## src/hw/eth_loop_pkg.sv

```systemverilog
// Shared widths, frame lengths and timing constants for the Ethernet loopback core
package eth_loop_pkg;

    // GMII byte lane
    localparam int DATA_W = 8;

    // Frames shorter than this are padded on transmit
    localparam int MIN_FRAME_LEN = 64;

    // Idle cycles enforced between transmitted frames
    localparam int IFG_CYCLES = 12;

    // Per-port frame buffer
    localparam int FIFO_DEPTH = 256;
    localparam int FIFO_ADDR_W = $clog2(FIFO_DEPTH);

    // Fill value for padding bytes
    localparam logic [DATA_W-1:0] PAD_BYTE = '0;

endpackage

```

## src/hw/gmii_rx_framer.sv

```systemverilog
// GMII receive framer that registers the byte lane and flags frame end and errors
module gmii_rx_framer
    import eth_loop_pkg::*;
(
    input  wire logic              clk,
    input  wire logic              rst,

    // GMII receive
    input  wire logic [DATA_W-1:0] gmii_rxd,
    input  wire logic              gmii_rx_dv,
    input  wire logic              gmii_rx_er,

    // Byte stream towards the frame FIFO
    output logic      [DATA_W-1:0] in_data,
    output logic                   in_valid,
    output logic                   in_last,
    output logic                   in_bad
);

// Error seen on any byte of the current frame so far
logic err_acc;

// Byte lane delayed by one stage
always_ff @(posedge clk) begin
    in_data <= gmii_rxd;
end

always_ff @(posedge clk) begin
    if (rst) begin
        in_valid <= 1'b0;
        err_acc  <= 1'b0;
    end else begin
        in_valid <= gmii_rx_dv;
        if (gmii_rx_dv) begin
            // A new frame starts with a clean error flag
            err_acc <= (in_valid ? err_acc : 1'b0) | gmii_rx_er;
        end
    end
end

// The registered byte is the last one when rx_dv has just dropped
assign in_last = in_valid && !gmii_rx_dv;
assign in_bad  = in_last && err_acc;

endmodule

```

## src/hw/frame_fifo.sv

```systemverilog
// Byte frame FIFO that commits good frames and rolls back bad or overflowing ones
module frame_fifo
    import eth_loop_pkg::*;
#(
    parameter int DEPTH = FIFO_DEPTH
)
(
    input  wire logic              clk,
    input  wire logic              rst,

    // Write side from the receive framer
    input  wire logic [DATA_W-1:0] in_data,
    input  wire logic              in_valid,
    input  wire logic              in_last,
    input  wire logic              in_bad,

    // Read side towards the transmit shaper
    output logic      [DATA_W-1:0] out_data,
    output logic                   out_valid,
    output logic                   out_last,
    input  wire logic              out_ready,

    output logic                   frame_commit
);

localparam int ADDR_W = $clog2(DEPTH);

// Each entry holds the last flag above the data byte
logic [DATA_W:0] mem [DEPTH];

// Pointers carry one extra bit to tell full from empty
logic [ADDR_W:0] wr_ptr;
logic [ADDR_W:0] wr_commit;
logic [ADDR_W:0] rd_ptr;
logic [ADDR_W:0] wr_ptr_next;

logic drop;
logic full;
logic avail;
logic load;

assign wr_ptr_next = wr_ptr + (ADDR_W + 1)'(1);
assign full = (wr_ptr[ADDR_W] != rd_ptr[ADDR_W]) &&
              (wr_ptr[ADDR_W-1:0] == rd_ptr[ADDR_W-1:0]);

// Only committed bytes may be read
assign avail = rd_ptr != wr_commit;
assign load  = (!out_valid || out_ready) && avail;

always_ff @(posedge clk) begin
    if (in_valid && !drop && !full) begin
        mem[wr_ptr[ADDR_W-1:0]] <= {in_last, in_data};
    end
end

always_ff @(posedge clk) begin
    if (rst) begin
        wr_ptr       <= '0;
        wr_commit    <= '0;
        drop         <= 1'b0;
        frame_commit <= 1'b0;
    end else begin
        frame_commit <= 1'b0;
        if (in_valid) begin
            if (drop) begin
                // Skip the tail of a frame that already overflowed
                if (in_last) begin
                    drop <= 1'b0;
                end
            end else if (full) begin
                wr_ptr <= wr_commit;
                drop   <= !in_last;
            end else if (in_last) begin
                if (in_bad) begin
                    wr_ptr <= wr_commit;
                end else begin
                    wr_ptr       <= wr_ptr_next;
                    wr_commit    <= wr_ptr_next;
                    frame_commit <= 1'b1;
                end
            end else begin
                wr_ptr <= wr_ptr_next;
            end
        end
    end
end

// Output register refills whenever it is empty or being taken
always_ff @(posedge clk) begin
    if (rst) begin
        rd_ptr    <= '0;
        out_valid <= 1'b0;
    end else if (!out_valid || out_ready) begin
        out_valid <= avail;
        if (avail) begin
            rd_ptr <= rd_ptr + (ADDR_W + 1)'(1);
        end
    end
end

always_ff @(posedge clk) begin
    if (load) begin
        {out_last, out_data} <= mem[rd_ptr[ADDR_W-1:0]];
    end
end

endmodule

```

## src/hw/gmii_tx_shaper.sv

```systemverilog
// GMII transmit shaper that pads short frames and enforces the inter-frame gap
module gmii_tx_shaper
    import eth_loop_pkg::*;
(
    input  wire logic              clk,
    input  wire logic              rst,

    // Frame stream from the FIFO
    input  wire logic [DATA_W-1:0] out_data,
    input  wire logic              out_valid,
    input  wire logic              out_last,
    output logic                   out_ready,

    // GMII transmit
    output logic      [DATA_W-1:0] gmii_txd,
    output logic                   gmii_tx_en,
    output logic                   gmii_tx_er
);

typedef enum logic [1:0] {
    ST_IDLE,
    ST_DATA,
    ST_PAD,
    ST_GAP
} state_t;

state_t state;

// Counts bytes sent in the frame and idle cycles in the gap
logic [FIFO_ADDR_W-1:0] cnt;
logic [FIFO_ADDR_W-1:0] cnt_inc;
logic                   xfer;

assign cnt_inc   = cnt + FIFO_ADDR_W'(1);
assign out_ready = (state == ST_IDLE) || (state == ST_DATA);
assign xfer      = out_valid && out_ready;

// No error symbols are ever generated
assign gmii_tx_er = 1'b0;

always_ff @(posedge clk) begin
    if (xfer) begin
        gmii_txd <= out_data;
    end else if (state == ST_PAD) begin
        gmii_txd <= PAD_BYTE;
    end
end

always_ff @(posedge clk) begin
    if (rst) begin
        state      <= ST_IDLE;
        cnt        <= '0;
        gmii_tx_en <= 1'b0;
    end else begin
        case (state)
            ST_IDLE, ST_DATA: begin
                gmii_tx_en <= xfer;
                if (xfer) begin
                    if (out_last) begin
                        if (cnt < FIFO_ADDR_W'(MIN_FRAME_LEN - 1)) begin
                            cnt   <= cnt_inc;
                            state <= ST_PAD;
                        end else begin
                            cnt   <= '0;
                            state <= ST_GAP;
                        end
                    end else begin
                        state <= ST_DATA;
                        // Saturates once no padding can be needed
                        if (cnt < FIFO_ADDR_W'(MIN_FRAME_LEN - 1)) begin
                            cnt <= cnt_inc;
                        end
                    end
                end
            end
            ST_PAD: begin
                gmii_tx_en <= 1'b1;
                if (cnt == FIFO_ADDR_W'(MIN_FRAME_LEN - 1)) begin
                    cnt   <= '0;
                    state <= ST_GAP;
                end else begin
                    cnt <= cnt_inc;
                end
            end
            ST_GAP: begin
                gmii_tx_en <= 1'b0;
                if (cnt == FIFO_ADDR_W'(IFG_CYCLES - 1)) begin
                    cnt   <= '0;
                    state <= ST_IDLE;
                end else begin
                    cnt <= cnt_inc;
                end
            end
            default: begin
                gmii_tx_en <= 1'b0;
                state      <= ST_IDLE;
            end
        endcase
    end
end

endmodule

```

## src/hw/port_loopback.sv

```systemverilog
// Single Ethernet port loop from GMII receive through the frame FIFO back to transmit
module port_loopback
    import eth_loop_pkg::*;
(
    input  wire logic              clk,
    input  wire logic              rst,

    input  wire logic [DATA_W-1:0] gmii_rxd,
    input  wire logic              gmii_rx_dv,
    input  wire logic              gmii_rx_er,

    output wire logic [DATA_W-1:0] gmii_txd,
    output wire logic              gmii_tx_en,
    output wire logic              gmii_tx_er,

    output logic                   led
);

logic [DATA_W-1:0] in_data;
logic              in_valid;
logic              in_last;
logic              in_bad;

logic [DATA_W-1:0] out_data;
logic              out_valid;
logic              out_last;
logic              out_ready;

logic              frame_commit;

gmii_rx_framer rx_framer_inst (
    .clk(clk),
    .rst(rst),
    .gmii_rxd(gmii_rxd),
    .gmii_rx_dv(gmii_rx_dv),
    .gmii_rx_er(gmii_rx_er),
    .in_data(in_data),
    .in_valid(in_valid),
    .in_last(in_last),
    .in_bad(in_bad)
);

frame_fifo #(
    .DEPTH(FIFO_DEPTH)
)
frame_fifo_inst (
    .clk(clk),
    .rst(rst),
    .in_data(in_data),
    .in_valid(in_valid),
    .in_last(in_last),
    .in_bad(in_bad),
    .out_data(out_data),
    .out_valid(out_valid),
    .out_last(out_last),
    .out_ready(out_ready),
    .frame_commit(frame_commit)
);

gmii_tx_shaper tx_shaper_inst (
    .clk(clk),
    .rst(rst),
    .out_data(out_data),
    .out_valid(out_valid),
    .out_last(out_last),
    .out_ready(out_ready),
    .gmii_txd(gmii_txd),
    .gmii_tx_en(gmii_tx_en),
    .gmii_tx_er(gmii_tx_er)
);

// Toggle per forwarded frame
always_ff @(posedge clk) begin
    if (rst) begin
        led <= 1'b0;
    end else if (frame_commit) begin
        led <= !led;
    end
end

endmodule

```

## config.mk

```make
export PLATFORM = sky130hd
export DESIGN_NAME = port_loopback
export DESIGN_NICKNAME = d
export VERILOG_FILES = /design/src/hw/eth_loop_pkg.sv /design/src/hw/gmii_rx_framer.sv /design/src/hw/frame_fifo.sv /design/src/hw/gmii_tx_shaper.sv /design/src/hw/port_loopback.sv
export SDC_FILE = /design/constraint.sdc
export NUM_CORES = 2
export LEC_CHECK = 0
export ABC_AREA = 1
export BUFFER_PORTS_ARGS = -buffer_cell sky130_fd_sc_hd__buf_4
export CAP_MARGIN = 30
export CORE_MARGIN = 1.5
export CORE_UTILIZATION = 45
export DETAILED_ROUTE_END_ITERATION = 8
export PLACE_DENSITY = 0.63
export SYNTH_ARGS = -nofsm -noshare
export SYNTH_HDL_FRONTEND = slang
export SYNTH_SLANG_ARGS = --single-unit
```

## constraint.sdc

```tcl
create_clock -name clk -period 9.45 [get_ports clk]
set_input_delay 0.4725 -clock clk [delete_from_list [all_inputs] [get_ports clk]]
set_output_delay 0.4725 -clock clk [all_outputs]
set_load 0.05 [all_outputs]
```

==> metrics.txt <==
critical path cell sequence buf_12 -> xor2_1 -> nor3_1 -> nand2_2 -> nand2_1 -> inv_2 -> nand4_1 -> buf_4 -> nor2_1; Seq/Total Area, Yosys 70.8%; clock root cell clkbuf_16; Worst Setup Slack, final 4.53 ns; initial antenna violation count 9; Max H-tree Level 4; Setup-failing EPs final 0; clk sinks 2,373; CP Data Required Time 9.95 ns; synthesized area per cell 10.8 um^2; Worst slew margin 27.1%; die area 0.225 mm^2; outcome complete, no violations; Period minus WS final 4.92 ns; r2r endpoint frame_fifo_inst.mem[147][8]$_DFFE_PP_; vias per cell 5.49; worst slack, placed 4.48 ns; met2 GRT Util 39.4%; Clk Latency, worst-skew pair 0.88 ns; final hold vios 0; Simple-Gate Fraction of Synth Area roughly 19%; ranking of synthesized cells by area edfxtp_1 70%, nand2_1 9.7%, nor2_1 5.2%; GR Overflow Total 0; Max Clock Freq slightly above 200 MHz; Fillers a little under 20,000; Placer Congestion roughly 0.9; Slew Viols, Final 0; Total Routing Usage GR 24.5%; CTS buffer count 232; Hold Path Cell Cnt 2; Max-Cap Viols 0; reg-to-reg critical path startpoint frame_fifo_inst.rd_ptr[1]$_SDFFE_PP0P_; CP endpoint kind flip-flop; R2R Setup Slk 4.53 ns; most frequent cells after synthesis 2,583 x nand2_1, 2,321 x edfxtp_1, 1,381 x nor2_1; pin count of the biggest net entering global routing 229; GR peak layer met2; drt pass-1 iters 8; area leader, netlist edfxtp_1; Starting Density 45.4%; crit-path max cell delay 0.91 ns; area share of fa/ha/maj cells after synthesis 0.0751%; hold endpoint rx_framer_inst.in_data[1]$_DFF_P_; EDFF count, synth 2,321; largest family of logic cells by synthesized area simple AND/OR/NAND/NOR gates; die width 474 um; Layout area overhead 9.75%; Crit Path Max Fanout 180; core box area between 0.2 and 0.25 mm^2; CTS Buffer Depth 3; routed len/inst 22.8 um; CTS tree yes; Worst Setup Path Type flip-flop to flip-flop; asr flop ratio synth 0%; Arrival @ worst endpoint 5.42 ns; Critical Path Slowest Stage Cell nand4_1; io pins 23; setup TNS 0 ns; share of cells above drive strength 1 5.26%; Detailed Route Iter0 Violations ~8,400; Hold Path Class input pin to flip-flop; FF+latch count, synth 2,373; via count between 60,000 and 70,000; Synth Flop Type edfxtp_1; part of the cycle the worst path needs approximately 52%; XOR/XNOR Fraction of Synth Area 0.131%; drt drc 0; Yosys warning count 0; first-pass GRT wire length about 410,000 um; I/O Buffers 21; Slew @ Worst Pin 1.09 ns; RSZ-0062 raised after global routing no; net count after synthesis 9,301; met3 Resource Use GR 3.89%; Compound-Gate Fraction of Synth Area 4.33%; final hold slack 0.281 ns; min-delay src gmii_rxd[1]; Mapped Cells 9,283; mux contribution to synthesized area 0%; row count 172; vias in the first global route 64,900; die height 474 um; Power per Cell Area 251 mW/mm^2; static leakage 40.9 nW; met1 usage 34.1%; startpoint class of the critical path flip-flop; Netlist Area Pre-Place 0.0999 mm^2; final net count 9,134; Routed WL 280,000 um; postcts setup bufs 0; Yosys top cell area share 69.8%; Layout Skew 0.0367 ns; Clk pin slew, worst setup/hold paths 0.06 ns; most frequent cell after synthesis nand2_1; R2R cell count 9; post-route ant nets 0; Post-DP HPWL 161,000 um; Netlist cell types 40; VDD IR-drop max 0.000290 V
==> registers in the layout, indices dropped and copies added (netlist names), 2 cells and up <==
register / count
frame_fifo_inst.mem: 2304
frame_fifo_inst.out_data: 8
frame_fifo_inst.rd_ptr: 9
frame_fifo_inst.wr_commit: 9
frame_fifo_inst.wr_ptr: 9
rx_framer_inst.in_data: 8
tx_shaper_inst.cnt: 8
tx_shaper_inst.gmii_txd: 8
tx_shaper_inst.state: 2
==> routing by layer <==
| metal | routed length (um) | part of all wire, % | vias to the layer above |
|---|---|---|---|
| li1 | - | - | 30700 |
| met1 | 116000 | 41 | 33100 |
| met2 | 131000 | 47 | 3092 |
| met3 | 23600 | 8.4 | 491 |
| met4 | 9410 | 3.4 | 4 |
| met5 | 31 | 0.011 | - |
==> cell usage in the layout (no fill, tap or decap), types with 69 or more instances in the layout <==
cell	n
a21oi_1	131
edfxtp_1	2321
nand2_1	2583
clkbuf_16	235
o21ai_0	557
clkinv_1	69
nand3_1	794
buf_4	100
inv_1	690
nor2_1	1377
==> report_power, final <==
group          internal (W)  switching [W]  total (W)
Sequential           0.0116       0.000147     0.0118
Combinational       0.00178        0.00501    0.00679
Clock               0.00495        0.00400    0.00895
Total                0.0184        0.00916     0.0275
==> through the flow <==
step                      power [W]  utilization, %  cell area, um^2  cells
final                        0.0275            49.8           110000  12300
after global routing         0.0287            49.8           110000  12300
after CTS                    0.0275            49.8           110000  12300
after detailed placement     0.0187            46.4           102000  11800
after global placement       0.0187            46.4           102000  11800
after floorplan              0.0168               -            99900   9283
==> final cells by class <==
class                   instances  area, um^2  area share (%)
repair buffers                136        1370            1.25
well taps                    2958        3700            3.38
diodes                          3        7.51         0.00685
flip-flops and latches       2373       70800            64.6
clock buffers                 305        6170            5.63
clock inverters               125        1050           0.956
inverters                     715        2710            2.47
multi-input cells            5658       23900            21.8
==> how the worst max path moves through the flow <==
stage                                                         to                              startpoint  slack, ns
after floorplan           frame_fifo_inst.wr_ptr[6]$_SDFFE_PP0P_                              gmii_rx_dv       0.64
after global placement     frame_fifo_inst.out_data[0]$_DFFE_PP_  frame_fifo_inst.rd_ptr[0]$_SDFFE_PP0P_       4.35
after detailed placement   frame_fifo_inst.mem[243][0]$_DFFE_PP_  frame_fifo_inst.rd_ptr[1]$_SDFFE_PP0P_       4.48
after CTS                  frame_fifo_inst.mem[243][2]$_DFFE_PP_  frame_fifo_inst.rd_ptr[1]$_SDFFE_PP0P_       4.48
after global routing       frame_fifo_inst.mem[178][1]$_DFFE_PP_  frame_fifo_inst.rd_ptr[1]$_SDFFE_PP0P_       4.31
final                      frame_fifo_inst.mem[147][8]$_DFFE_PP_  frame_fifo_inst.rd_ptr[1]$_SDFFE_PP0P_       4.53
==> worst max-delay path: cells and delay by family (launching register included) <==
family | cells | cell delay [ns]
simple gates | 5 | 2.06
buf+inv | 3 | 1.57
xor+xnor | 1 | 0.22
flops | 1 | 0.64
==> repair_timing <==
action / CTS / global route
hold buffers: 12 / 0
resized for setup: 0 / 0
endpoints found under the hold margin: 26 / 0
==> cell families after synthesis <==
kind of cell	count (synthesis)
AO/OA/AOI/OAI	825
XOR/XNOR	15
adder cells (fa/ha/maj)	6
buffers and inverters	1252
flip-flops	2373
other	1
AND/OR/NAND/NOR	4811
No activity file was read; power rests on OpenSTA's default activity.
